### src/include/rv_defs.svh
`ifndef RV_DEFS_SVH
`define RV_DEFS_SVH

// major opcodes, instr[6:0]
`define RV_OP_ARITH      7'b0110011
`define RV_OP_ARITH_IMM  7'b0010011
`define RV_OP_LOAD       7'b0000011
`define RV_OP_STORE      7'b0100011
`define RV_OP_BRANCH     7'b1100011
`define RV_OP_JAL        7'b1101111
`define RV_OP_JALR       7'b1100111
`define RV_OP_ECALL      7'b1110011

// funct3 for arithmetic, register and immediate forms share these
`define RV_F3_ADD        3'b000
`define RV_F3_SLL        3'b001
`define RV_F3_XOR        3'b100
`define RV_F3_SRL        3'b101
`define RV_F3_OR         3'b110
`define RV_F3_AND        3'b111

// funct3 for conditional branches
`define RV_F3_BEQ        3'b000
`define RV_F3_BNE        3'b001
`define RV_F3_BLT        3'b100
`define RV_F3_BGE        3'b101

// funct7 that turns add into sub for register arithmetic
`define RV_F7_SUB        7'b0100000

// alu op codes, mostly equal to funct3 so the decoder stays small
// sub sits on the slot that slt would use, slt is not supported
`define RV_ALU_ADD       3'b000
`define RV_ALU_SLL       3'b001
`define RV_ALU_SUB       3'b010
`define RV_ALU_XOR       3'b100
`define RV_ALU_SRL       3'b101
`define RV_ALU_OR        3'b110
`define RV_ALU_AND       3'b111

// sizes
`define RV_IMEM_WORDS    64
`define RV_DMEM_WORDS    64
`define RV_XLEN          32

`endif
### src/hw/rv_pkg.sv
`include "rv_defs.svh"

package rv_pkg;

  // datum, address or instruction word
  typedef logic [`RV_XLEN-1:0] word_t;

  // register index, x0..x31
  typedef logic [4:0] reg_idx_t;

  // operation code handed from the decoder to the alu
  typedef logic [2:0] alu_op_t;

  // instruction fields
  typedef logic [6:0] opcode_t;
  typedef logic [2:0] funct3_t;

endpackage

### src/hw/imm_gen.sv
`timescale 1ns/1ps
`include "rv_defs.svh"

module imm_gen (
  input  rv_pkg::word_t instr,
  output rv_pkg::word_t imm
);

  rv_pkg::opcode_t opcode;

  assign opcode = instr[6:0];

  always_comb begin
    case (opcode)
      // I format, shift amounts also land here and the alu takes imm[4:0]
      `RV_OP_ARITH_IMM, `RV_OP_LOAD, `RV_OP_JALR: begin
        imm = {{21{instr[31]}}, instr[30:20]};
      end
      // S format, split field
      `RV_OP_STORE: begin
        imm = {{21{instr[31]}}, instr[30:25], instr[11:7]};
      end
      // B format, offset in half words
      `RV_OP_BRANCH: begin
        imm = {{20{instr[31]}}, instr[7], instr[30:25],
               instr[11:8], 1'b0};
      end
      // J format
      `RV_OP_JAL: begin
        imm = {{12{instr[31]}}, instr[19:12], instr[20],
               instr[30:21], 1'b0};
      end
      // no immediate, e.g. register arithmetic or ecall
      default: begin
        imm = '0;
      end
    endcase
  end

endmodule

### config.mk
export PLATFORM = sky130hd
export DESIGN_NAME = imm_gen
export DESIGN_NICKNAME = d
export VERILOG_FILES = /design/src/hw/rv_pkg.sv /design/src/hw/imm_gen.sv
export VERILOG_INCLUDE_DIRS = /design/src /design/src/include
export SDC_FILE = /design/constraint.sdc
export NUM_CORES = 1
export LEC_CHECK = 0
export ABC_AREA = 1
export BUFFER_PORTS_ARGS = -buffer_cell sky130_fd_sc_hd__buf_4
export CAP_MARGIN = 20
export CORE_UTILIZATION = 41
export DETAILED_ROUTE_END_ITERATION = 8
export GPL_TIMING_DRIVEN = 0
export PLACE_DENSITY = 0.94
export SLEW_MARGIN = 25
export SYNTH_ARGS = -nofsm -noshare
export SYNTH_HDL_FRONTEND = slang
export SYNTH_SLANG_ARGS = --single-unit
### constraint.sdc
create_clock -name vclk -period 2
set_input_delay 0.3 -clock vclk [all_inputs]
set_output_delay 0.3 -clock vclk [all_outputs]
set_load 0.05 [all_outputs]
==> metrics.md <==
| Metric | Value |
|---|---|
| Die height | `45.3 um` |
| Clkbuf count | `0` |
| Synth cell types | `16` |
| HP Class | `input pin to output pin` |
| Crit path kind | `input pin to output pin` |
| Layout cells sized above 1 | `0.507` |
| Drt drc | `0` |
| Final Max Slew Viols | `0` |
| Layout area overhead | `69.3%` |
| Outcome | `complete, no violations` |
| Register area share after synthesis | `0` |
| DP Worst Slack | `-14.0 ps` |
| RSZ-0062 raised after global routing | `false` |
| All-Layer GR Usage | `0.226` |
| Sequential cells | `0` |
| Util after Layout | `0.744` |
| Largest net degree at the start of global routing | `13` |
| Via density | `4.68` |
| Busiest grt layer | `met2` |
| Average routed wire per standard cell | `9.97 um` |
| Leakage | `0.830 nW` |
| GPL Wtd Cong | `0.723` |
| Total negative setup slack | `0 ps` |
| Syn_area_per_cell | `5.56 sq um` |
| Syn Nets | `170` |
| Total gr overflow | `0` |
| CP Max Fanout | `12` |
| First-pass GRT wire length | `3.62 mm` |
| Pwr dens | `139 nW/um^2` |
| 1st-pass router iterations | `4` |
| Via count | `1068` |
| Worst setup margin | `140 ps` |
| Met1 usage | `0.243` |
| Mapped cell area | `767 sq um` |
| Met2 global-route usage | `0.475` |
| # rows | `15` |
| Final net count | `237` |
| Initial DRC Count | `17` |
| Initial antenna violation count | `0` |
| Final hold viol count | `0` |
| Vias in the first global route | `979` |
| Dpl hpwl | `1.91 mm` |
| Minimum clock period after layout | `1860 ps` |
| Highest clock rate | `0.538 GHz` |
| Tcrit/Tclk final | `0.930` |
| Routing usage on met3 | `0.0120` |
| CP Data Arrival Time | `1560 ps` |
| Port Buffers | `64` |
| Yosys warns | `0` |
| Initial core utilization | `0.439` |
| Slew HR | `0.740` |
| Final setup vio count | `0` |
| Crit. End Element | `output pin` |
| Worst-margin pin slew | `387 ps` |
| Setup crit start kind | `input pin` |
| Die area | `2050 sq um` |
| Antenna cells | `0` |
| Die width | `45.3 um` |
| Core area | `1750 sq um` |
| IO Pins | `64` |
| ANT nets after route | `0` |
| VDD IR-drop max | `0.0917 mV` |
| Detailed Route WL | `2.27 mm` |
| CP required | `1700 ps` |
| Max_cap viols | `0` |
| Reg area | `0 sq um` |
| Gate Count Post-Synth | `138` |
-- synthesized netlist by cell type (all sizes together) --
library cell	count	area, sq um
nand2	57	236
nand3	39	258
inv	20	75.1
buf	15	128
nor2	6	65.1
nor3	1	5.00
-- critical path: stages --
cell	delay (ps)
buf_4	110
inv_1	50
nand2_2	110
nor2_8	190
buf_8	170
nand3_2	70
nand2_1	70
inv_1	60
nand2_4	120
buf_4	120
buf_4	180
-- stage by stage --
stage                     instances  hold slack (ps)  power, mW  cell area (sq um)
after floorplan                 138              921     0.0931                769
after global placement          227              945      0.173               1280
after detailed placement        227              949      0.178               1280
after CTS                       227              950      0.179               1290
after global routing            228              965      0.191               1300
final                           228              949      0.181               1300
-- cells by family after synthesis --
logic type,share of synthesized area
buffers and inverters,0.264
and+or+nand+nor,0.736
-- path summary, 6_finish.rpt --
path	startpoint	endpoint	slack, ps	depth (start not counted)
setup / recovery	instr[4]	imm[29]	140	11
hold / removal	instr[24]	imm[4]	950	4
-- layout by cell type, fill, tap and decap left out --
master | synthesis | final
inv_1 | 18 | 18
nand3_1 | 28 | 28
nand2_2 | 3 | 3
nand3_4 | 1 | 1
nor2_8 | 2 | 2
nor2_4 | 1 | 2
nor2_1 | 2 | 2
nand2_4 | 2 | 3
buf_6 | 2 | 2
nand3_2 | 10 | 10
nand2_1 | 52 | 51
buf_4 | 12 | 77
buf_8 | 1 | 1
inv_2 | 2 | 2
nor3_1 | 1 | 1
-- what timing repair did --
| action | CTS | global route |
|---|---|---|
| buffers inserted | 0 | 1 |
| resized for setup | 1 | 1 |
| hold buffers | 0 | 0 |
| pin swaps | 0 | 1 |
| setup endpoints to repair | 11 | 11 |
-- routing by layer --
metal | vias up | part of all wire
met5 | - | 0
met4 | 0 | 0
met3 | 0 | 0.060
met2 | 39 | 0.57
met1 | 477 | 0.37
li1 | 552 | -
-- where the power goes --
group	internal [mW]	switching (mW)	total [mW]
Combinational	0.0766	0.104	0.181
Clock	0	0	0
Sequential	0	0	0
-- final cells by class --
cell class / count / area (sq um)
Multi-Input combinational cell: 103 / 577
Timing Repair Buffer: 65 / 488
Fill cell: 165 / 447
Buffer: 15 / 128
Inverter: 20 / 75.1
Tap cell: 25 / 31.3
(Power assumes the default switching activity.)
