## config.mk

```make
export PLATFORM = sky130hd
export DESIGN_NAME = pc_unit
export DESIGN_NICKNAME = d
export VERILOG_FILES = /design/src/hw/rv_pkg.sv /design/src/hw/pc_unit.sv
export VERILOG_INCLUDE_DIRS = /design/src /design/src/include
export SDC_FILE = /design/constraint.sdc
export NUM_CORES = 1
export LEC_CHECK = 0
export BUFFER_PORTS_ARGS = -buffer_cell sky130_fd_sc_hd__buf_2
export CAP_MARGIN = 20
export CORE_MARGIN = 10
export CORE_UTILIZATION = 55
export DETAILED_ROUTE_END_ITERATION = 8
export GPL_TIMING_DRIVEN = 0
export PLACE_DENSITY = 0.85
export SKIP_LAST_GASP = 1
export SYNTH_ARGS = -nofsm -noshare
export SYNTH_HDL_FRONTEND = slang
export SYNTH_SLANG_ARGS = --single-unit
```

## constraint.sdc

```tcl
create_clock -name clk -period 4.79 [get_ports clk]
set_input_delay 0.958 -clock clk [delete_from_list [all_inputs] [get_ports clk]]
set_output_delay 0.958 -clock clk [all_outputs]
set_load 0.01 [all_outputs]
```

## src/include/rv_defs.svh

```systemverilog
`ifndef RV_DEFS_SVH
`define RV_DEFS_SVH

// major opcodes, instr[6:0]
`define RV_OP_ARITH      7'b0110011
`define RV_OP_ARITH_IMM  7'b0010011
`define RV_OP_LOAD       7'b0000011
`define RV_OP_STORE      7'b0100011
`define RV_OP_BRANCH     7'b1100011
`define RV_OP_JAL        7'b1101111
`define RV_OP_JALR       7'b1100111
`define RV_OP_ECALL      7'b1110011

// funct3 for arithmetic, register and immediate forms share these
`define RV_F3_ADD        3'b000
`define RV_F3_SLL        3'b001
`define RV_F3_XOR        3'b100
`define RV_F3_SRL        3'b101
`define RV_F3_OR         3'b110
`define RV_F3_AND        3'b111

// funct3 for conditional branches
`define RV_F3_BEQ        3'b000
`define RV_F3_BNE        3'b001
`define RV_F3_BLT        3'b100
`define RV_F3_BGE        3'b101

// funct7 that turns add into sub for register arithmetic
`define RV_F7_SUB        7'b0100000

// alu op codes, mostly equal to funct3 so the decoder stays small
// sub sits on the slot that slt would use, slt is not supported
`define RV_ALU_ADD       3'b000
`define RV_ALU_SLL       3'b001
`define RV_ALU_SUB       3'b010
`define RV_ALU_XOR       3'b100
`define RV_ALU_SRL       3'b101
`define RV_ALU_OR        3'b110
`define RV_ALU_AND       3'b111

// sizes
`define RV_IMEM_WORDS    64
`define RV_DMEM_WORDS    64
`define RV_XLEN          32

`endif
```

## src/hw/rv_pkg.sv

```systemverilog
`include "rv_defs.svh"

package rv_pkg;

  // datum, address or instruction word
  typedef logic [`RV_XLEN-1:0] word_t;

  // register index, x0..x31
  typedef logic [4:0] reg_idx_t;

  // operation code handed from the decoder to the alu
  typedef logic [2:0] alu_op_t;

  // instruction fields
  typedef logic [6:0] opcode_t;
  typedef logic [2:0] funct3_t;

endpackage

```

## src/hw/pc_unit.sv

```systemverilog
`timescale 1ns/1ps

module pc_unit (
  input  logic          clk,
  input  logic          reset,
  input  logic          is_jal,
  input  logic          is_jalr,
  input  logic          branch,
  input  logic          bcond,
  input  logic          is_ecall,
  input  rv_pkg::word_t imm,
  input  rv_pkg::word_t alu_result,
  output rv_pkg::word_t pc,
  output logic          halted
);

  rv_pkg::word_t next_pc;

  // jalr target comes from the alu (rs1 + imm), bit 0 dropped
  // jal and taken branches are pc relative
  always_comb begin
    if (is_jalr) begin
      next_pc = {alu_result[31:1], 1'b0};
    end else if (is_jal || (branch && bcond)) begin
      next_pc = pc + imm;
    end else begin
      next_pc = pc + 32'd4;
    end
  end

  // halt is sticky until reset, the pc stays on the ecall
  always_ff @(posedge clk) begin
    if (reset) begin
      pc     <= '0;
      halted <= 1'b0;
    end else begin
      halted <= halted | is_ecall;
      if (!halted && !is_ecall) begin
        pc <= next_pc;
      end
    end
  end

endmodule

```

==> out/results.ini <==
[timing]
maxSlewHeadroom_pct=47.3
setup_tns_ns=0
final_hold_viol_count=0
clock_skew_ns=0.00949
slew_violations=0
fmax_mhz=256
holdWs_ns=0.533
rsz0062_at_grt=no
worst_pin_slew_ns=0.787
final.setup.worst_slack_ns=0.891
finalSetupViolCount=0
fin_crit_ns=3.90
finalCritPeriodShare_pct=81.4

[floorplanning]
die_x_um=103
die_area_um2=10600
die_h_um=103
core.rowCount=30
initial_core_util_pct=56.3
io_pins=104
core-area_um2=6760

[power_and_ir_drop]
swShare_pct=38.5
p_per_area_nw_per_um2=246
p_leak_nw=2.14
seqPwrFrac_pct=30.3
comb_power_share_pct=39.9
ir_worst_vdd_mv=0.174
pwr-share-clk_pct=29.8
p_sw_w=0.000431
p_int_w=0.000688

[clock_network]
cts_tree=yes
cts_buffer_depth=2
cts_num_sinks=33
clock_latency_ns=0.31
clk_pin_slew_worst_paths_ns=0.08
numCtsBuffers=5
ctsHoldBuffers=0
cts-resized-gates=0
clock-root-buffer=clkbuf_8
post-cts-setup-buffers=0
cts_max_level=2

[global_route]
grt_max_degree=12
antenna_found_initial=0
grt.total_usage_pct=25.2
grt_pass1_wl_um=21600
grt_overflow=0
grt_pass1_vias=4556

[worst_setup_path]
worst_setup_path_start_kind=input pin
endpoint_kind=register
reg2reg_depth=11
crit_required_ns=4.98
path_max_fanout=3
arrival_ns=4.09
path_class=in -> reg

[final_layout]
seqCellArea_um2=661
finish.utilization_pct=67.2
n_fill_cell=619
multi_input_area_um2=3000
antenna_cells=0
area.growth.synth_to_final_pct=19.4
instances_no_fill=718
nets=741
drive_above_1_share_pct=18.5

[hold_path]
hold-path-cell-count=2
hold_class=reg -> reg

[placed_design]
gp_congestion=0.963
dp_hpwl_um=10700
dp.cells=710
place_ws_ns=0.600
port_buffers=101

[routing]
dr_total_vias=4696
drc=0
drt_iter0_drc=528
wire_per_inst_um=19.2
postRouteWirelength_um=13800
postRouteAntennaNets=0
viasPerCell=6.54
dr.pass1.iters=7

[outcome]
outcome=finished, final reports clean

[yosys]
syn-num-nets=633
synth_edf_count=0
avgSynthCellArea_um2=7.19
synth_flop_cell=dfxtp_1
synthArstFlopShare_pct=0
synth.cell_area_um2=3800
synth_cell_type_count=55
ys_ff_latch=33
synth_cells=529
synth_seq_area_share_pct=17.4
ys_warn_count=0

[flow_run]
maxCapViolCount=0

-- area by class of cell --
cell class | count | share of cell area (%)
buffer | 25 | 2.07
clock buffer | 5 | 1.52
clock inverter | 3 | 1.43
inverter | 13 | 1.07
multi-input combinational | 458 | 66.0
sequential | 33 | 14.5
tap | 80 | 2.20
timing repair buffer | 101 | 11.1
-- cell usage after synthesis (15+ instances only) --
master    instances  area (um2)
a21oi_1          62         310
nand2_1          51         191
nor2_1           45         169
o21ai_0          36         180
dfxtp_1          33         661
ha_1             32         400
a21o_1           26         195
xnor2_1          25         219
clkbuf_1         24        90.1
nand3_1          22         110
xor2_1           22         193
a211oi_1         17         128
and3_1           15        93.8
-- per-stage QoR --
stage / area (um2) / power, W
global placement: 4410 / 0.000764
finish: 4540 / 0.00112
floorplan: 3800 / 0.000636
CTS: 4540 / 0.00110
detailed placement: 4410 / 0.000778
global route: 4540 / 0.00118
-- path summary, 6_finish.rpt --
kind	slack, ns	end	startpoint
max	0.89	pc[30]	imm[0]
min	0.53	pc[0]	pc[0]
max reg2reg	1.29	pc[31]	pc[2]
min reg2reg	0.53	pc[0]	pc[0]
-- flip-flops by register name, summed over array words and instances (netlist names) --
name,cells
pc,32
halted,1
-- power by group through the flow --
stage / Clock (W) / Sequential, W / Combinational (W)
floorplan: 0 / 0.000343 / 0.000294
global placement: 0 / 0.000341 / 0.000424
detailed placement: 0 / 0.000343 / 0.000435
CTS: 0.000329 / 0.000337 / 0.000439
global route: 0.000342 / 0.000342 / 0.000491
finish: 0.000334 / 0.000339 / 0.000446
-- worst max-delay path: stages --
cell and delay [ns]:
buf_2 0.10, ha_1 0.24, fa_1 0.44, a211oi_1 0.33
o21bai_1 0.19, a21bo_2 0.25, a21oi_1 0.24, o311ai_0 0.29
a221oi_1 0.59, o21ai_0 0.19, mux2i_1 0.17, o211ai_1 0.09
-- metal layers --
metal	up-vias	share of wire (%)	GRT usage, %
li1	2199	-	-
met2	303	47	43.5
met5	-	0	0
met1	2142	39	29.3
met3	52	11	5.97
met4	0	3.3	9.84
-- cell usage in the layout, fill, tap and decap left out, drive strengths merged, types with 25 or more instances in the layout --
master	instances
xnor2	25
ha	32
a21oi	62
buf	102
o21ai	37
nor2	45
clkbuf	29
dfxtp	33
a21o	27
nand2	51
-- kinds of logic after synthesis --
family / count (synthesis) / share of synthesized area (%)
and+or+nand+nor: 170 / 20.7
DFF: 33 / 17.4
xor gates and xnor gates: 47 / 10.8
buffers and inverters: 38 / 3.75
muxes: 1 / 0.263
adders and majority gates: 33 / 11.1
AOI/OAI and AO/OA: 207 / 36.0
Power figures use the tool's default switching activity.
