--- src/include/rv_defs.svh ---
`ifndef RV_DEFS_SVH
`define RV_DEFS_SVH

// major opcodes, instr[6:0]
`define RV_OP_ARITH      7'b0110011
`define RV_OP_ARITH_IMM  7'b0010011
`define RV_OP_LOAD       7'b0000011
`define RV_OP_STORE      7'b0100011
`define RV_OP_BRANCH     7'b1100011
`define RV_OP_JAL        7'b1101111
`define RV_OP_JALR       7'b1100111
`define RV_OP_ECALL      7'b1110011

// funct3 for arithmetic, register and immediate forms share these
`define RV_F3_ADD        3'b000
`define RV_F3_SLL        3'b001
`define RV_F3_XOR        3'b100
`define RV_F3_SRL        3'b101
`define RV_F3_OR         3'b110
`define RV_F3_AND        3'b111

// funct3 for conditional branches
`define RV_F3_BEQ        3'b000
`define RV_F3_BNE        3'b001
`define RV_F3_BLT        3'b100
`define RV_F3_BGE        3'b101

// funct7 that turns add into sub for register arithmetic
`define RV_F7_SUB        7'b0100000

// alu op codes, mostly equal to funct3 so the decoder stays small
// sub sits on the slot that slt would use, slt is not supported
`define RV_ALU_ADD       3'b000
`define RV_ALU_SLL       3'b001
`define RV_ALU_SUB       3'b010
`define RV_ALU_XOR       3'b100
`define RV_ALU_SRL       3'b101
`define RV_ALU_OR        3'b110
`define RV_ALU_AND       3'b111

// sizes
`define RV_IMEM_WORDS    64
`define RV_DMEM_WORDS    64
`define RV_XLEN          32

`endif
--- src/hw/rv_pkg.sv ---
`include "rv_defs.svh"

package rv_pkg;

  // datum, address or instruction word
  typedef logic [`RV_XLEN-1:0] word_t;

  // register index, x0..x31
  typedef logic [4:0] reg_idx_t;

  // operation code handed from the decoder to the alu
  typedef logic [2:0] alu_op_t;

  // instruction fields
  typedef logic [6:0] opcode_t;
  typedef logic [2:0] funct3_t;

endpackage

--- src/hw/core_memories.sv ---
`timescale 1ns/1ps
`include "rv_defs.svh"

module inst_mem (
  input  logic          clk,
  input  logic          prog_we,
  input  rv_pkg::word_t prog_addr,
  input  rv_pkg::word_t prog_data,
  input  rv_pkg::word_t pc,
  output rv_pkg::word_t instr
);

  localparam int IMEM_AW = $clog2(`RV_IMEM_WORDS);

  rv_pkg::word_t mem [`RV_IMEM_WORDS];

  // program load, prog_addr is a word index
  always_ff @(posedge clk) begin
    if (prog_we) begin
      mem[prog_addr[IMEM_AW-1:0]] <= prog_data;
    end
  end

  // fetch, pc is a byte address and always word aligned
  assign instr = mem[pc[IMEM_AW+1:2]];

endmodule


--- config.mk ---
export PLATFORM = sky130hd
export DESIGN_NAME = inst_mem
export DESIGN_NICKNAME = d
export VERILOG_FILES = /design/src/hw/rv_pkg.sv /design/src/hw/core_memories.sv
export VERILOG_INCLUDE_DIRS = /design/src /design/src/include
export SDC_FILE = /design/constraint.sdc
export NUM_CORES = 2
export LEC_CHECK = 0
export BUFFER_PORTS_ARGS = -buffer_cell sky130_fd_sc_hd__buf_2
export CAP_MARGIN = 20
export CORE_ASPECT_RATIO = 1.2
export CORE_MARGIN = 1.5
export CORE_UTILIZATION = 40
export CTS_CLUSTER_DIAMETER = 80
export CTS_CLUSTER_SIZE = 24
export DETAILED_ROUTE_END_ITERATION = 12
export SLEW_MARGIN = 0
export SYNTH_ARGS = -nofsm -noshare
export SYNTH_HDL_FRONTEND = slang
export SYNTH_SLANG_ARGS = --single-unit
export TNS_END_PERCENT = 20
--- constraint.sdc ---
create_clock -name clk -period 4.36 [get_ports clk]
set_input_delay 0.872 -clock clk [delete_from_list [all_inputs] [get_ports clk]]
set_output_delay 0.872 -clock clk [all_outputs]
set_load 0.005 [all_outputs]
==> metrics.md <==
| Metric | Value |
|---|---|
| Final Cycle Share | 101% |
| Status | finished, violations left |
| Filler cells | 16.1k |
| First-pass GRT wire length | ~280 mm |
| Required time of the critical path | 3.49 ns |
| RD Place Congestion | around 0.94 |
| Worst Hold Class | input pin to flop |
| Critical path cell sequence | buf_8 -> buf_12 -> buf_4 -> mux2i_1 -> a22oi_1 -> and3_1 -> o32ai_1 -> buf_4 -> nor3_1 -> buf_2 |
| Via count | 36.3k |
| Post-route minimum period | ~4.4 ns |
| Slew headroom | 24.6% |
| CTS Sinks | roughly 2k |
| Yosys warns | 0 |
| Critical path's top delay family | buffers and inverters |
| Initial antenna violation count | 28 |
| Layout cells sized above 1 | just over 30% |
| Post-route setup slack | -0.0259 ns |
| Grt met2 use | 33.6% |
| Crit path kind | input pin to output pin |
| Ports | 130 |
| IO Port Bufs | slightly below 80 |
| Largest net degree at the start of global routing | 65 |
| Buf+Inv Stages, Crit Path | 5 |
| Pre-antenna DRT Iters | 5 |
| Synth top area share | slightly below 80% |
| Final hold slack | 0.474 ns |
| Detail Placement HPWL | around 120 mm |
| Worst Max-Slew Pin Slew | around 1.1 ns |
| Hold Violations, Final | 0 |
| Critical Path Sink Type | output pin |
| Worst vdd ir | 0.384 mV |
| Comb pwr share | around 6.7% |
| Antenna Violating Nets Remaining | 0 |
| Mapped Cells | roughly 3.3k |
| Switching pwr | 0.00747 W |
| Pwr Total | 0.0346 W |
| Initial core utilization | about two fifths |
| Main synth FF type | edfxtp_1 |
| Vias per Instance | approximately 5.8 |
| Final core utilization | a little under half |
| Postcts setup bufs | 0 |
| Max Cap Viol | 0 |
| Die Area | 0.197 mm2 |
| Data arrival, critical path | between 3 and 4 ns |
| Clock power share | about 30% |
| Synth area leaders | edfxtp_1 (79%), mux4_2 (16%), mux2i_1 (1.2%) |
| Root cell of the clock tree | clkbuf_16 |
| GRT Total Usage | 20.2% |
| Wire per inst | 32.0 um |
| Gr busiest metal | met2 |
| Initial DRC count | around 4.1k |
| Post-synth EDFFs | roughly 2k |
| Slew Limit Fails | 0 |
| Worst path depth | 10 |
| Nets@finish | between 3k and 4k |
| Num CTS Buffers | 100 |
| Die Wd | 406 um |
| CTS tree | done |
| Area grow syn2layout | 11.9% |
| Clock tree buffer depth | 3 |
| Most frequent cells in the layout | edfxtp_1 (2048), mux4_2 (544), buf_4 (244) |
| DP Cell Count | 6084 |
| Met1 GRT Util | approximately 27% |
| Sequential-to-total area share from yosys stat | between 70% and 80% |
| Fin cells | 6236 |
| Clock transition at the registers of the reported paths | approximately 0.09 ns |
| Vias in the first global route | roughly 37k |
| FFs w/ async S/R, synth | 0% |
| PwrDens | approximately 400 mW/mm2 |
| Core outline area | roughly 0.19 mm2 |
| Switching fraction of total power | roughly 22% |
| Drt drc | 0 |
| Syn_area_per_cell | 23.7 um2 |
| Synth Net Count | around 3.4k |
| Hold depth | 1 |
| RSZ-0062 raised after global routing | true |
| Flop pwr share | a little over three fifths |
| Leading area contributor after synthesis | edfxtp_1 |
| Worst slack, placed | -0.0168 ns |
| Drt total wl | approximately 200 mm |
| Startpoint types | input pin |
| Slowest cell delay on critical path | 0.61 ns |
| Row count | 177 |
| Failing checks | negative setup slack |
| Post-Syn Area | roughly 0.078 mm2 |
| Crit-path most repeated cell | buf_4 |
| Crit Path Max Fanout | 23 |
| Fmax | 228 MHz |
| Total grt overflow | 0 |
| Met3 Track Usage GR | 3.82% |
| H-tree depth | 3 |
| Slowest-stage cell, CP | o32ai_1 |
| Die Ht | just under 500 um |
| Max reg flops | 2048 |
| Post-synthesis register bit count | a little over 2k |
| Commonest non-fill, non-tap cell in the layout | edfxtp_1 |
| Cell variety after synth | 33 |
| Pleak | roughly 27 nW |
| Pint | roughly 0.027 W |
| Final setup viols | 1 |
[synthesized netlist by cell type (4+ instances only)]
cell type and number:
edfxtp_1 2048, mux4_2 544, nor2_1 137, mux2i_1 93, o22ai_1 84, clkbuf_1 74
a21oi_1 62, buf_2 57, o221ai_1 27, nand2_1 26, buf_4 25, buf_1 21
nor2b_1 15, a22oi_1 12, a311oi_1 8, nand2b_1 8, nor3_1 7, buf_6 5
nand3_1 5, nand3b_1 5, a41o_1 4, and3_1 4, o32ai_1 4
[metal layers]
metal | routed length (um) | share of wire [%]
met1 | 78900 | 40
met2 | 99900 | 50
met3 | 14400 | 7.2
met4 | 5850 | 2.9
met5 | 465 | 0.23
[power by group through the flow]
stage | combinational, W | sequential (W) | clock, W
floorplan | 0.00109 | 0.0222 | 0
global placement | 0.00228 | 0.0222 | 0
detailed placement | 0.00231 | 0.0222 | 0
CTS | 0.00232 | 0.0218 | 0.0107
global route | 0.00242 | 0.0218 | 0.0113
finish | 0.00232 | 0.0218 | 0.0105
[final cells by class]
class	instances	area [um2]	share of cell area [%]
antenna	13	32.5	0.0373
clock buffer	105	2560	2.94
clock inverter	28	309	0.355
multi-input combinational	1062	16000	18.3
sequential	2048	61500	70.5
tap	2595	3250	3.72
timing repair buffer	385	3540	4.06
[what timing repair did]
action / in CTS / in global routing
setup endpoints to repair: 1 / 4
resized for setup: 1 / 4
pin swaps: 0 / 0
hold buffers: 0 / 0
[final timing paths]
| kind | startpoint | to | slack (ns) |
|---|---|---|---|
| worst max-delay path | pc[2] | instr[17] | -0.03 |
| worst min-delay path | prog_data[6] | mem[50][6]$_DFFE_PP_ | 0.47 |
[cell families after synthesis]
| group | share of synthesized area [%] |
|---|---|
| mux | 16.9 |
| compound gates | 1.69 |
| simple gates | 1.28 |
| flops | 79.0 |
| buf+inv | 1.14 |
[per-stage QoR]
step                      area [um2]  setup TNS, ns
final                          87200        -0.0259
after global routing           87100       -0.00537
after CTS                      87000              0
after detailed placement       84100        -0.0168
after global placement         84100        -0.0298
after floorplan                77900              0
Power figures use the tool's default switching activity.
