File: config.mk
export PLATFORM = sky130hd
export DESIGN_NAME = reg_file
export DESIGN_NICKNAME = d
export VERILOG_FILES = /design/src/hw/rv_pkg.sv /design/src/hw/reg_file.sv
export VERILOG_INCLUDE_DIRS = /design/src /design/src/include
export SDC_FILE = /design/constraint.sdc
export NUM_CORES = 2
export LEC_CHECK = 0
export BUFFER_PORTS_ARGS = -buffer_cell sky130_fd_sc_hd__buf_2
export CAP_MARGIN = 20
export CORE_ASPECT_RATIO = 1.75
export CORE_MARGIN = 5
export CORE_UTILIZATION = 40
export CTS_BUF_LIST = sky130_fd_sc_hd__clkbuf_4 sky130_fd_sc_hd__clkbuf_8
export CTS_CLUSTER_SIZE = 16
export DETAILED_ROUTE_END_ITERATION = 16
export GPL_TIMING_DRIVEN = 0
export SLEW_MARGIN = 20
export SYNTH_ARGS = -nofsm -noshare
export SYNTH_HDL_FRONTEND = slang
export SYNTH_SLANG_ARGS = --single-unit
export TNS_END_PERCENT = 5
File: constraint.sdc
create_clock -name clk -period 6.9 [get_ports clk]
set_input_delay 0.345 -clock clk [delete_from_list [all_inputs] [get_ports clk]]
set_output_delay 0.345 -clock clk [all_outputs]
set_load 0.005 [all_outputs]
File: src/include/rv_defs.svh
`ifndef RV_DEFS_SVH
`define RV_DEFS_SVH

// major opcodes, instr[6:0]
`define RV_OP_ARITH      7'b0110011
`define RV_OP_ARITH_IMM  7'b0010011
`define RV_OP_LOAD       7'b0000011
`define RV_OP_STORE      7'b0100011
`define RV_OP_BRANCH     7'b1100011
`define RV_OP_JAL        7'b1101111
`define RV_OP_JALR       7'b1100111
`define RV_OP_ECALL      7'b1110011

// funct3 for arithmetic, register and immediate forms share these
`define RV_F3_ADD        3'b000
`define RV_F3_SLL        3'b001
`define RV_F3_XOR        3'b100
`define RV_F3_SRL        3'b101
`define RV_F3_OR         3'b110
`define RV_F3_AND        3'b111

// funct3 for conditional branches
`define RV_F3_BEQ        3'b000
`define RV_F3_BNE        3'b001
`define RV_F3_BLT        3'b100
`define RV_F3_BGE        3'b101

// funct7 that turns add into sub for register arithmetic
`define RV_F7_SUB        7'b0100000

// alu op codes, mostly equal to funct3 so the decoder stays small
// sub sits on the slot that slt would use, slt is not supported
`define RV_ALU_ADD       3'b000
`define RV_ALU_SLL       3'b001
`define RV_ALU_SUB       3'b010
`define RV_ALU_XOR       3'b100
`define RV_ALU_SRL       3'b101
`define RV_ALU_OR        3'b110
`define RV_ALU_AND       3'b111

// sizes
`define RV_IMEM_WORDS    64
`define RV_DMEM_WORDS    64
`define RV_XLEN          32

`endif
File: src/hw/rv_pkg.sv
`include "rv_defs.svh"

package rv_pkg;

  // datum, address or instruction word
  typedef logic [`RV_XLEN-1:0] word_t;

  // register index, x0..x31
  typedef logic [4:0] reg_idx_t;

  // operation code handed from the decoder to the alu
  typedef logic [2:0] alu_op_t;

  // instruction fields
  typedef logic [6:0] opcode_t;
  typedef logic [2:0] funct3_t;

endpackage

File: src/hw/reg_file.sv
`timescale 1ns/1ps

module reg_file (
  input  logic             clk,
  input  logic             reset,
  input  rv_pkg::reg_idx_t rs1,
  input  rv_pkg::reg_idx_t rs2,
  input  rv_pkg::reg_idx_t rd,
  input  logic             reg_write,
  input  logic             mem_to_reg,
  input  logic             pc_to_reg,
  input  rv_pkg::word_t    alu_result,
  input  rv_pkg::word_t    load_data,
  input  rv_pkg::word_t    pc,
  output rv_pkg::word_t    rs1_data,
  output rv_pkg::word_t    rs2_data
);

  rv_pkg::word_t regs [32];
  rv_pkg::word_t wb_data;

  // write-back select, the link value wins over load data
  always_comb begin
    if (pc_to_reg) begin
      wb_data = pc + 32'd4;
    end else if (mem_to_reg) begin
      wb_data = load_data;
    end else begin
      wb_data = alu_result;
    end
  end

  always_ff @(posedge clk) begin
    if (reset) begin
      for (int i = 0; i < 32; i++) begin
        regs[i] <= '0;
      end
    end else if (reg_write && rd != 5'd0) begin
      regs[rd] <= wb_data;
    end
  end

  // asynchronous reads, x0 hardwired
  assign rs1_data = (rs1 == 5'd0) ? '0 : regs[rs1];
  assign rs2_data = (rs2 == 5'd0) ? '0 : regs[rs2];

endmodule

==> metrics <==
sequential share of power around half; fin crit share a little over two thirds; met1 WL roughly 74 mm; number of global-route vias before repair between 40000 and 50000; PnR worst setup slack around 2100 ps; Total GRT Usage between 30% and 40%; worst hold slack about 35 ps; Initial Util just over 40%; Netlist cell types 75; Synth Area in Simple Gates between 10% and 20%; final setup violation count 0; CP max FO 10; post-synthesis compound-gate area fraction 4.92%; Sw Pwr 4.23 mW; die height between 400 and 500 um; EDFF count, synth ~1000; register area between 0.03 and 0.04 mm^2; post-synthesis adder-cell area fraction less than 1%; clock sinks ~1000; setup_tns 0 ps; DRC 0; layout cells sized above 1 around 27%; Worst Path Arrival approximately 4400 ps; largest register by flop count regs; Avg WL per Cell about 38 um; min-delay worst type in2reg; met2 routed wirelength between 100 and 150 mm; maximum vdd drop 156 uV; Worst setup endpoint rs1_data[17]; leakage roughly 21 nW; post-synthesis mux area share 23.3%; placed insts a little over 6000; CP required ~6600 ps; number of max-slew violations in the final report 0; Cell Pwr Density ~240 mW/mm^2; Antenna Nets Post-Route 0; final hold vios 0; status finished, final reports clean; ys async rst share 0%; Max transition margin 14.4%; Gate Count Post-Synth about 4000; sequential-to-total area share from yosys stat 56.1%; clock group share of total power around a third; vias after detailed routing 41700; unrepaired setup endpoints after global routing false; vias per inst about 6.5; Tmin final 4780 ps; Worst Setup End Kind output port; total routed wirelength between 200 and 250 mm; setup bufs post-CTS 0; Int Power 10.5 mW; Ports 180; grt ovf 0; total CTS buffers 147; Gate power share around 16%; Finished Core Util between 40% and 50%; met3 wire length between 20 and 30 mm; leading cell types in the layout, fill and taps excluded edfxtp_1 (1024), nor2_1 (853), mux4_2 (405), buf_2 (291), clkbuf_1 (257); routability cong. 1.06; fillers 12500; Fmax about 210 MHz; initial antenna violation count 16; XOR/XNOR Fraction of Synth Area less than 1%; Sw Share between 20% and 30%; Root Driver clkbuf_8; CP startpoint kind primary input; IO Port Bufs 170; DR pass1 iterations 6; pre-CTS WS about 2500 ps; Clock transition at path regs 80 ps; top sig layer met5; Net count, final roughly 4600; synthesized area per cell 13.4 um^2; most common cell after layout, fill and taps aside edfxtp_1; Ys Warns 0; CP startpoint rs1[2]; Largest register FFs 1024; crit path kind in2out; H-Tree Depth 4; CTS max path bufs 3; mapped cell area around 0.055 mm^2; Yosys reg bits about 1000; TritonCTS clock tree yes; Core Area 0.136 mm^2; Rows about 180; pin count of the biggest net entering global routing 33; largest registers regs: 1024 flops; largest family of logic cells by synthesized area multiplexers; DIE AREA 0.145 mm^2; Most used DFF post-synth edfxtp_1; Max Cap Viol 0; Initial DRC Count about 5600; area grow syn2layout 12.3%; multi-input logic area 0.0225 mm^2; global-route wire length before repair 326 mm; Die Width between 200 and 300 um; Slew @ Worst Pin roughly 1300 ps; post-detail-place hpwl between 150 and 200 mm; Final Instance Count excl. Fillers between 6000 and 7000
## kinds of logic after synthesis
logic type      after synthesis
flops                      1024
xor+xnor                     11
simple gates               1483
other cells                   1
buf+inv                     442
fa+ha+maj                     1
compound gates              371
mux                         749
## power groups by stage
stage                     clock (mW)  combinational [mW]  sequential, mW
after floorplan                    0                1.30            7.42
after global placement             0                2.22            7.48
after detailed placement           0                2.28            7.49
after CTS                       4.93                2.29            7.35
after global routing            5.17                2.39            7.39
final                           4.98                2.35            7.36
## through the flow
stage	instance area (um^2)	power (mW)
floorplan	54900	8.72
global placement	58100	9.70
detailed placement	58700	9.76
CTS	61500	14.6
global route	61600	15.0
finish	61600	14.7
## worst max-delay path: stages
cell and delay, ps:
buf_2 310, buf_2 430, clkbuf_1 790, clkbuf_1 860, a21oi_1 310, a2111oi_1 1090, buf_2 270
## cell usage after synthesis (32+ instances only)
master	instances	area (um^2)
a21oi_1	53	265
o22ai_1	32	200
nor2_1	853	3200
mux2_2	163	1840
edfxtp_1	1024	30700
buf_2	118	591
nor2b_1	80	500
a31oi_1	32	200
o21ai_0	36	180
clkbuf_1	271	1020
mux4_2	405	9120
nand2_1	205	769
a211oi_1	66	495
o221ai_1	33	289
o31ai_1	32	240
nor3_1	174	871
mux2i_1	181	1810
nand2b_1	40	250
## final cells by class
| type | count | share of cell area [%] |
|---|---|---|
| flip-flops and latches | 1024 | 49.9 |
| clock buffers | 191 | 3.88 |
| diodes | 6 | 0.0244 |
| clock inverters | 65 | 0.683 |
| repair buffers | 195 | 1.92 |
| plain buffers | 433 | 3.22 |
| well taps | 1810 | 3.68 |
| inverters | 9 | 0.0549 |
| multi-input cells | 2647 | 36.6 |
## worst min path at each step
stage / startpoint / to / slack, ps / cells past startpoint
6_report: load_data[30] / regs[6][30] / 30 / 3
3_5_place_dp: load_data[28] / regs[6][28] / 890 / 3
3_3_place_gp: pc[1] / regs[5][1] / 880 / 3
4_1_cts: load_data[16] / regs[20][16] / 7 / 4
5_1_grt: load_data[30] / regs[6][30] / 50 / 3
2_1_floorplan: pc[0] / regs[5][0] / 610 / 2
## timing repair
action / in CTS / in global routing
endpoints found under the hold margin: 5 / 0
resized for setup: 0 / 0
hold buffers: 4 / 0
endpoints found under the setup margin: 0 / 0
## routing by layer
layer,track usage (%),vias up
met1,34.3,20700
met2,54.8,3458
met4,27.6,10
met3,7.62,1179
li1,-,16400
met5,0,-
Power figures use the tool's default switching activity.
