## src/include/rv_defs.svh

```systemverilog
`ifndef RV_DEFS_SVH
`define RV_DEFS_SVH

// major opcodes, instr[6:0]
`define RV_OP_ARITH      7'b0110011
`define RV_OP_ARITH_IMM  7'b0010011
`define RV_OP_LOAD       7'b0000011
`define RV_OP_STORE      7'b0100011
`define RV_OP_BRANCH     7'b1100011
`define RV_OP_JAL        7'b1101111
`define RV_OP_JALR       7'b1100111
`define RV_OP_ECALL      7'b1110011

// funct3 for arithmetic, register and immediate forms share these
`define RV_F3_ADD        3'b000
`define RV_F3_SLL        3'b001
`define RV_F3_XOR        3'b100
`define RV_F3_SRL        3'b101
`define RV_F3_OR         3'b110
`define RV_F3_AND        3'b111

// funct3 for conditional branches
`define RV_F3_BEQ        3'b000
`define RV_F3_BNE        3'b001
`define RV_F3_BLT        3'b100
`define RV_F3_BGE        3'b101

// funct7 that turns add into sub for register arithmetic
`define RV_F7_SUB        7'b0100000

// alu op codes, mostly equal to funct3 so the decoder stays small
// sub sits on the slot that slt would use, slt is not supported
`define RV_ALU_ADD       3'b000
`define RV_ALU_SLL       3'b001
`define RV_ALU_SUB       3'b010
`define RV_ALU_XOR       3'b100
`define RV_ALU_SRL       3'b101
`define RV_ALU_OR        3'b110
`define RV_ALU_AND       3'b111

// sizes
`define RV_IMEM_WORDS    64
`define RV_DMEM_WORDS    64
`define RV_XLEN          32

`endif
```

## src/hw/rv_pkg.sv

```systemverilog
`include "rv_defs.svh"

package rv_pkg;

  // datum, address or instruction word
  typedef logic [`RV_XLEN-1:0] word_t;

  // register index, x0..x31
  typedef logic [4:0] reg_idx_t;

  // operation code handed from the decoder to the alu
  typedef logic [2:0] alu_op_t;

  // instruction fields
  typedef logic [6:0] opcode_t;
  typedef logic [2:0] funct3_t;

endpackage

```

## src/hw/control_unit.sv

```systemverilog
`timescale 1ns/1ps
`include "rv_defs.svh"

module control_unit (
  input  rv_pkg::word_t   instr,
  input  logic            halted,
  output logic            is_jal,
  output logic            is_jalr,
  output logic            branch,
  output logic            mem_read,
  output logic            mem_to_reg,
  output logic            mem_write,
  output logic            alu_src,
  output logic            reg_write,
  output logic            pc_to_reg,
  output logic            is_ecall,
  output rv_pkg::alu_op_t alu_op
);

  rv_pkg::opcode_t opcode;
  rv_pkg::funct3_t funct3;
  logic [6:0]      funct7;
  logic            writes_rd;

  assign opcode = instr[6:0];
  assign funct3 = instr[14:12];
  assign funct7 = instr[31:25];

  // main decoder
  assign is_jal     = (opcode == `RV_OP_JAL);
  assign is_jalr    = (opcode == `RV_OP_JALR);
  assign branch     = (opcode == `RV_OP_BRANCH);
  assign mem_read   = (opcode == `RV_OP_LOAD);
  assign mem_to_reg = (opcode == `RV_OP_LOAD);
  assign pc_to_reg  = is_jal || is_jalr;
  assign is_ecall   = (opcode == `RV_OP_ECALL);

  // second operand is rs2 only for register arithmetic and branch compares
  assign alu_src = (opcode != `RV_OP_ARITH) && (opcode != `RV_OP_BRANCH);

  // only these formats have a destination register
  // ecall, stores, branches and unknown words leave the register file alone
  assign writes_rd = (opcode == `RV_OP_ARITH) || (opcode == `RV_OP_ARITH_IMM) ||
                     (opcode == `RV_OP_LOAD) || is_jal || is_jalr;

  // a halted core retires nothing
  assign reg_write = writes_rd && !halted;
  assign mem_write = (opcode == `RV_OP_STORE) && !halted;

  // alu control
  always_comb begin
    case (opcode)
      `RV_OP_ARITH: begin
        // funct7 only matters for add/sub
        if (funct3 == `RV_F3_ADD && funct7 == `RV_F7_SUB) begin
          alu_op = `RV_ALU_SUB;
        end else begin
          alu_op = funct3;
        end
      end
      `RV_OP_ARITH_IMM: alu_op = funct3;
      // address calculation
      `RV_OP_LOAD, `RV_OP_STORE, `RV_OP_JALR: alu_op = `RV_ALU_ADD;
      // compare through the sub path
      `RV_OP_BRANCH: alu_op = `RV_ALU_SUB;
      default: alu_op = `RV_ALU_ADD;
    endcase
  end

endmodule

```

## config.mk

```make
export PLATFORM = sky130hd
export DESIGN_NAME = control_unit
export DESIGN_NICKNAME = d
export VERILOG_FILES = /design/src/hw/rv_pkg.sv /design/src/hw/control_unit.sv
export VERILOG_INCLUDE_DIRS = /design/src /design/src/include
export SDC_FILE = /design/constraint.sdc
export NUM_CORES = 1
export LEC_CHECK = 0
export BUFFER_PORTS_ARGS = -buffer_cell sky130_fd_sc_hd__buf_2
export CAP_MARGIN = 10
export CORE_AREA = 2 2 39 41
export DETAILED_ROUTE_END_ITERATION = 6
export DIE_AREA = 0 0 41 43
export PLACE_DENSITY_LB_ADDON = 0.1
export SLEW_MARGIN = 30
export SYNTH_ARGS = -nofsm -noshare
export SYNTH_HDL_FRONTEND = slang
export SYNTH_SLANG_ARGS = --single-unit
```

## constraint.sdc

```tcl
create_clock -name vclk -period 1.1
set_input_delay 0.165 -clock vclk [all_inputs]
set_output_delay 0.165 -clock vclk [all_outputs]
set_load 0.1 [all_outputs]
```

==> results of run 1 <==
==> area by class of cell <==
type	instances	area [um^2]	area share, %
Tap cell	16	20.0	2.25
Multi-Input combinational cell	26	319	35.9
Timing Repair Buffer	49	534	60.1
Inverter	2	15.0	1.69
==> what timing repair did <==
| item | CTS | global route |
|---|---|---|
| pin swaps | 7 | 5 |
| cloned | 0 | 0 |
| setup endpoints to repair | 13 | 13 |
| setup buffers | 3 | 0 |
| resized for setup | 19 | 4 |
==> synthesized netlist by cell type, drive strengths merged (2+ instances only) <==
cell type / number / area, um^2
buf: 2 / 18.8
inv: 2 / 7.50
nor2: 3 / 11.3
nand3: 3 / 15.0
and2: 2 / 12.5
nor3: 2 / 10.0
and3: 2 / 12.5
nand2: 3 / 11.3
and4bb: 2 / 25.0
==> worst max-delay path by stage <==
stage               depth (start not counted)  slack (ns)          to
floorplan                                   4       -0.80  mem_to_reg
finish                                      6       -0.22   mem_write
detailed placement                          5       -0.30    mem_read
global route                                6       -0.25   mem_write
CTS                                         5       -0.22   alu_op[2]
global placement                            5       -0.29    mem_read
==> metal layers <==
metal	routed length [um]	share of wire [%]
met5	0	0
met4	0	0
met3	98	9.3
met2	602	57
met1	357	34
==> stage by stage <==
stage               TNS (ns)  utilization (%)
floorplan              -4.26                -
global placement       -2.70             54.6
detailed placement     -2.76             54.6
CTS                    -2.16             62.7
global route           -2.58             64.2
finish                 -2.08             64.2
==> power breakdown <==
| group | total [mW] | switching, mW | internal (mW) |
|---|---|---|---|
| sequential | 0 | 0 | 0 |
| combinational | 0.207 | 0.0975 | 0.110 |
| clock | 0 | 0 | 0 |
| total | 0.207 | 0.0975 | 0.110 |
==> kinds of logic after synthesis <==
family          synth area share [%]
compound gates                  9.68
xor+xnor                        4.52
buf+inv                         13.5
simple gates                    72.3
==> impl_metrics.py, run 1 <==
metrics = {
    "worst_setup_path": {
        "cp-startpoint": "instr[2]",
        "worstPathArrival_ns": 1.15,
        "crit_top_cell": "buf_6",
        "crit_path_top_delay_cell": "and4bb_4",
        "worst-path-max-fanout": 5,
        "cp.required_ns": 0.94,
        "cp_cell_sequence": "buf_6 -> and4bb_4 -> nand2_4 -> buf_6 -> nor3_4 -> buf_12",
        "cp_num_buf_inv": 3,
        "critical_path_class": "input port to primary output",
        "cp_slowest_stage_delay_ns": 0.36,
        "cp-end-kind": "primary output",
        "path_delay_family": "simple AND/OR/NAND/NOR gates",
        "cp-start-kind": "input port",
    },
    "timing": {
        "hold_violations": 0,
        "min_period_over_period_pct": 120,
        "setup_slack_ns": -0.220,
        "fmax_ghz": 0.758,
        "min_period_ns": 1.32,
        "relSlewSlack_pct": 82.3,
        "worst_pin_slew_ns": 0.265,
        "rsz0062_at_grt": "yes",
        "hold_ws_ns": 0.667,
        "setup_violations": 13,
        "finalMaxSlewViolations": 0,
    },
    "cells_and_area": {
        "nClkBuffers": 0,
        "n_antenna_cell": 0,
        "seq_area_um2": 0,
        "seq_cell_count": 0,
        "most-common-layout-cells": "buf_4, buf_12, buf_2, buf_6, nor2_4",
        "final_cell_count_no_fill": 93,
        "postLayoutCellArea_um2": 888,
        "drive_gt1_share_pct": 93.5,
        "fillCellCount": 112,
        "areaGrowthSynthToFinish_pct": 358,
        "nets": 112,
        "final_common_cell": "buf_4",
    },
    "floorplanning": {
        "die_height_um": 43,
        "std_cell_rows": 14,
        "ioPinCount": 46,
        "placeableCoreArea_um2": 1380,
        "initial_core_util_pct": 14.0,
        "die_x_um": 41,
        "dieArea_um2": 1760,
    },
    "placed_design": {
        "place_inst": 90,
        "hpwl_um": 788,
        "placed_area_um2": 756,
        "gp_congestion": 0.675,
        "dp_slack_ns": -0.303,
        "portBuffers": 31,
    },
    "global_route": {
        "use_met1_pct": 14.6,
        "grt_pass1_vias": 417,
        "grt_pass1_wl_mm": 1.66,
        "grtUsageTotal_pct": 12.9,
        "use_met3_pct": 2.62,
        "top_usage_layer": "met2",
        "grt_max_degree": 6,
        "antenna_found_initial": 0,
        "globalRouteMet2Util_pct": 24.4,
        "overflow": 0,
    },
    "route": {
        "vias_per_cell": 4.37,
        "drt-initial-drc-count": 4,
        "vias": 406,
        "drtAntennaViolNets": 0,
        "wl_mm": 1.06,
        "wl_per_cell_um": 11.4,
        "drt_pass1_iterations": 3,
        "drc": 0,
    },
    "hold_path": {
        "hp-class": "input port to primary output",
        "min_to": "reg_write",
        "hold_start": "halted",
        "min_path_cells": 3,
    },
    "synth": {
        "synthCells": 30,
        "synth_area_um2": 194,
        "ys_types": 20,
        "syn_avg_cell_area_um2": 6.46,
        "seq_area_frac_synth_pct": 0,
        "syn-num-nets": 63,
        "yosysWarnings": 0,
    },
    "flow_run": {
        "drv_cap": 0,
    },
    "clock_tree": {
        "ctsHoldBuffers": 0,
    },
    "power": {
        "peakVddDrop_mv": 0.110,
        "power_density_nw_per_um2": 233,
        "leakagePower_nw": 0.396,
        "finalPower_mw": 0.207,
    },
    "run_status": {
        "failed_checks": "setup timing",
        "outcome": "finished, violations left",
    },
}
Power figures use the tool's default switching activity.
==> run 2: changes to the inputs <==
Settings changed: ABC_AREA set to 1.
==> impl_metrics.py, run 2 <==
metrics = {
    "synth": {
        "synth-compound-area-share_pct": 1.98,
        "synth_common_cells": "nor2_1, inv_1, nand2_1",
        "yosysMostFrequentCell": "nor2_1",
        "synth_area_um2": 253,
        "syn_avg_cell_area_um2": 4.28,
        "synth_xor_area_share_pct": 0,
        "synthSimpleGateAreaFrac_pct": 72.8,
        "ys_types": 12,
        "synth_top_family_by_area": "simple AND/OR/NAND/NOR gates",
        "synth_top_cell_by_area": "nor2_1",
        "synth_mux_area_share_pct": 0,
        "seq_area_frac_synth_pct": 0,
        "synthCells": 59,
        "synth_fa_ha_area_share_pct": 0,
        "yosysWarnings": 0,
        "synth.area.top_cells": "nor2_1, inv_1, nand2_1",
        "syn-num-nets": 92,
        "yosysTopAreaCellShare_pct": 20.8,
    },
    "global_route": {
        "grtUsageTotal_pct": 14.2,
        "grt_pass1_vias": 489,
        "grt_pass1_wl_mm": 1.86,
        "grt_max_degree": 6,
        "top_usage_layer": "met2",
        "overflow": 0,
        "use_met1_pct": 15.8,
        "antenna_found_initial": 0,
        "globalRouteMet2Util_pct": 28.7,
        "use_met3_pct": 0,
    },
    "power": {
        "peakVddDrop_mv": 0.142,
        "intPower_mw": 0.106,
        "clockPowerShare_pct": 0,
        "power_density_nw_per_um2": 228,
        "switchingPower_mw": 0.125,
        "combPwrFrac_pct": 100.0,
        "finalPower_mw": 0.231,
        "seqPwrFrac_pct": 0,
        "switching_share_pct": 54.0,
        "leakagePower_nw": 0.458,
    },
    "worst_setup_path": {
        "cp.required_ns": 0.94,
        "cp-end-kind": "primary output",
        "cp_slowest_stage_delay_ns": 0.18,
        "cp-startpoint": "instr[2]",
        "cp_num_buf_inv": 2,
        "crit_path_top_delay_cell": "nor2_4",
        "worst-path-max-fanout": 5,
        "critical_path_class": "input port to primary output",
        "cp_cell_sequence": "buf_8 -> nor2_4 -> nand2_4 -> nor2_4 -> nor2_4 -> nor2_4 -> buf_12",
        "crit_top_cell": "nor2_4",
        "cp-start-kind": "input port",
        "worstPathArrival_ns": 1.01,
        "path_delay_family": "simple AND/OR/NAND/NOR gates",
    },
    "route": {
        "drt_pass1_iterations": 1,
        "vias_per_cell": 4.13,
        "wl_per_cell_um": 8.50,
        "wl_um": 977,
        "drtAntennaViolNets": 0,
        "drt-initial-drc-count": 0,
        "drc": 0,
        "vias": 475,
    },
    "floorplanning": {
        "placeableCoreArea_um2": 1380,
        "std_cell_rows": 14,
        "ioPinCount": 46,
        "die_x_um": 41,
        "dieArea_um2": 1760,
        "die_height_um": 43,
        "initial_core_util_pct": 18.3,
    },
    "timing": {
        "hold_violations": 0,
        "fmax_ghz": 0.850,
        "min_period_over_period_pct": 107,
        "rsz0062_at_grt": "yes",
        "relSlewSlack_pct": 87.0,
        "min_period_ns": 1.18,
        "finalMaxSlewViolations": 0,
        "setup_slack_ns": -0.0762,
        "worst_pin_slew_ns": 0.195,
        "setup_violations": 7,
    },
    "hold_path": {
        "hold_start": "halted",
        "min_path_cells": 3,
        "min_to": "mem_write",
        "hp-class": "input port to primary output",
    },
    "placed_design": {
        "hpwl_um": 855,
        "gp_congestion": 0.791,
        "portBuffers": 31,
    },
    "cells_and_area": {
        "seq_cell_count": 0,
        "most-common-layout-cells": "buf_12, nor2_4, buf_2, buf_4",
        "multi_input_area_um2": 403,
        "nets": 134,
        "areaGrowthSynthToFinish_pct": 300,
        "nClkBuffers": 0,
        "final_util_pct": 73.1,
        "fillCellCount": 101,
        "final_common_cell": "buf_12",
        "drive_gt1_share_pct": 78.8,
        "seq_area_um2": 0,
        "n_antenna_cell": 0,
    },
    "flow_run": {
        "drv_cap": 0,
    },
    "run_status": {
        "outcome": "finished, violations left",
        "failed_checks": "setup timing",
    },
    "clock_tree": {
        "ctsHoldBuffers": 0,
        "cts_setup_buffers": 0,
    },
}
-- run 2: repair_timing --
| action | in CTS | in global routing |
|---|---|---|
| gates cloned | 0 | 0 |
| endpoints found under the hold margin | 0 | 0 |
| endpoints found under the setup margin | 13 | 12 |
| gates resized for setup | 36 | 6 |
| pin swaps | 17 | 1 |
-- run 2: cell families (layout without fill, tap and decap cells) --
kind of cell,count (synthesis),count (layout)
and+or+nand+nor,42,42
buffers and inverters,16,56
AOI/OAI and AO/OA,1,1
-- run 2: cell type report --
type,instances,share of cell area (%)
inverter,15,8.91
multi-input combinational,43,39.9
tap,16,1.98
timing repair buffer,41,49.3
-- run 2: worst max-delay path by stage --
stage	to	depth (start not counted)
2_1_floorplan	alu_src	5
3_3_place_gp	alu_op[0]	8
3_5_place_dp	alu_op[0]	8
4_1_cts	alu_op[2]	7
5_1_grt	alu_op[1]	10
6_report	alu_op[2]	7
-- run 2: per-stage QoR --
stage / setup slack, ns / std cells / hold slack [ns] / setup TNS (ns) / instance area (um^2)
floorplan: -0.537 / 59 / 0.432 / -2.19 / 427
global placement: -0.164 / 115 / 0.674 / -1.12 / 861
detailed placement: -0.172 / 115 / 0.674 / -1.28 / 861
CTS: -0.0725 / 115 / 0.674 / -0.421 / 990
global route: -0.142 / 115 / 0.693 / -0.830 / 1010
finish: -0.0762 / 115 / 0.672 / -0.349 / 1010
-- run 2: power by group through the flow --
stage | logic, mW | registers [mW] | clock network (mW)
floorplan | 0.0925 | 0 | 0
global placement | 0.179 | 0 | 0
detailed placement | 0.183 | 0 | 0
CTS | 0.227 | 0 | 0
global route | 0.249 | 0 | 0
finish | 0.231 | 0 | 0
-- run 2: layer usage --
layer  wire length [um]  share of wire (%)  up-vias
met2                610                 62       12
met5                  0                  0        -
met1                324                 33      209
met4                  0                  0        0
li1                   -                  -      254
met3                 42                4.3        0
==> run 3: changes to the inputs <==
Settings changed: RECOVER_POWER set to 100.
==> impl_metrics.py, run 3 (synthesized netlist as in run 2, its figures left out) <==
metrics = {
    "power": {
        "intPower_mw": 0.106,
        "finalPower_mw": 0.230,
        "peakVddDrop_mv": 0.141,
        "switchingPower_mw": 0.124,
        "leakagePower_nw": 0.458,
        "clockPowerShare_pct": 0,
        "seqPwrFrac_pct": 0,
        "switching_share_pct": 54.0,
        "combPwrFrac_pct": 100.0,
        "power_density_nw_per_um2": 228,
    },
    "global_route": {
        "grt_max_degree": 6,
        "grt_pass1_vias": 489,
        "grtUsageTotal_pct": 14.2,
        "antenna_found_initial": 0,
        "overflow": 0,
        "grt_pass1_wl_mm": 1.86,
    },
    "worst_setup_path": {
        "cp-end-kind": "primary output",
        "critical_path_class": "input port to primary output",
        "cp_slowest_stage_delay_ns": 0.18,
        "cp_cell_sequence": "buf_8 -> nor2_4 -> nand2_4 -> nor2_4 -> nor2_4 -> nor2_4 -> buf_12",
        "cp_num_buf_inv": 2,
        "crit_path_top_delay_cell": "nor2_4",
        "crit_top_cell": "nor2_4",
        "cp-startpoint": "instr[2]",
        "cp-start-kind": "input port",
        "worstPathArrival_ns": 1.01,
        "worst-path-max-fanout": 5,
        "path_delay_family": "simple AND/OR/NAND/NOR gates",
        "cp.required_ns": 0.94,
    },
    "timing": {
        "finalMaxSlewViolations": 0,
        "setup_slack_ns": -0.0762,
        "setup_violations": 7,
        "min_period_ns": 1.18,
        "relSlewSlack_pct": 87.0,
        "min_period_over_period_pct": 107,
        "tns_ns": -0.347,
        "hold_violations": 0,
        "rsz0062_at_grt": "yes",
        "worst_pin_slew_ns": 0.194,
        "fmax_ghz": 0.850,
    },
    "run_status": {
        "failed_checks": "setup timing",
        "outcome": "finished, violations left",
    },
    "route": {
        "wl_met3_um": 42,
        "wl_um": 980,
        "m1WireLength_um": 327,
        "topRoutingLayerUsed": "met3",
        "drt-initial-drc-count": 0,
        "drtAntennaViolNets": 0,
        "vias_per_cell": 4.12,
        "drc": 0,
        "drt_pass1_iterations": 1,
        "vias": 474,
        "wl_per_cell_um": 8.52,
        "routed-wl-met2_um": 611,
    },
    "cells_and_area": {
        "areaGrowthSynthToFinish_pct": 299,
        "nClkBuffers": 0,
        "drive_gt1_share_pct": 78.8,
        "most-common-layout-cells": "buf_12, nor2_4, buf_2, buf_4",
        "seq_cell_count": 0,
        "seq_area_um2": 0,
        "n_antenna_cell": 0,
        "nets": 134,
        "final_common_cell": "buf_12",
        "fillCellCount": 102,
    },
    "placed_design": {
        "portBuffers": 31,
        "hpwl_um": 855,
        "gp_congestion": 0.791,
    },
    "floorplanning": {
        "dieArea_um2": 1760,
        "placeableCoreArea_um2": 1380,
        "std_cell_rows": 14,
        "initial_core_util_pct": 18.3,
        "die_height_um": 43,
        "ioPinCount": 46,
        "die_x_um": 41,
    },
    "hold_path": {
        "min_to": "mem_write",
        "min_path_cells": 3,
        "hold_start": "halted",
        "hp-class": "input port to primary output",
    },
    "clock_tree": {
        "cts_setup_buffers": 0,
        "ctsHoldBuffers": 0,
    },
    "flow_run": {
        "drv_cap": 0,
    },
}
run 3: area by class of cell:
| type | count | area (um^2) | share of cell area, % |
|---|---|---|---|
| repair buffers | 41 | 498 | 49.4 |
| well taps | 16 | 20.0 | 1.99 |
| inverters | 15 | 87.6 | 8.68 |
| multi-input cells | 43 | 403 | 40.0 |
run 3: power by group through the flow:
stage / Clock (mW) / Combinational [mW] / Sequential, mW
after CTS: 0 / 0.227 / 0
final: 0 / 0.230 / 0
after detailed placement: 0 / 0.183 / 0
after global routing: 0 / 0.248 / 0
after global placement: 0 / 0.179 / 0
after floorplan: 0 / 0.0925 / 0
run 3: what timing repair did:
action                     CTS  global route
resized for setup           36             6
setup endpoints to repair   13            12
gates cloned                 0             0
pin swaps                   17             1
run 3: worst max path at each step:
stage,end,slack (ns),cells past startpoint
after global placement,alu_op[0],-0.16,8
after CTS,alu_op[2],-0.07,7
final,alu_op[2],-0.08,7
after floorplan,alu_src,-0.54,5
after detailed placement,alu_op[0],-0.17,8
after global routing,alu_op[1],-0.14,10
run 3: tightest hold or removal path, stage by stage:
cell and delay, ns:
buf_2 0.13, nor3_4 0.06, buf_12 0.15
run 3: through the flow:
step           instances  hold WS, ns  utilization (%)  setup WS [ns]  instance area, um^2
5_1_grt              115        0.693             72.9         -0.142                 1010
6_report             115        0.672             72.9        -0.0762                 1010
4_1_cts              115        0.674             71.5        -0.0725                  990
2_1_floorplan         59        0.432                -         -0.537                  427
3_3_place_gp         115        0.674             62.2         -0.164                  861
3_5_place_dp         115        0.674             62.2         -0.172                  861
run 3: layer usage:
metal	global-route usage, %	up-vias
met3	0	0
li1	-	254
met1	15.8	208
met5	0	-
met4	0	0
met2	28.7	12
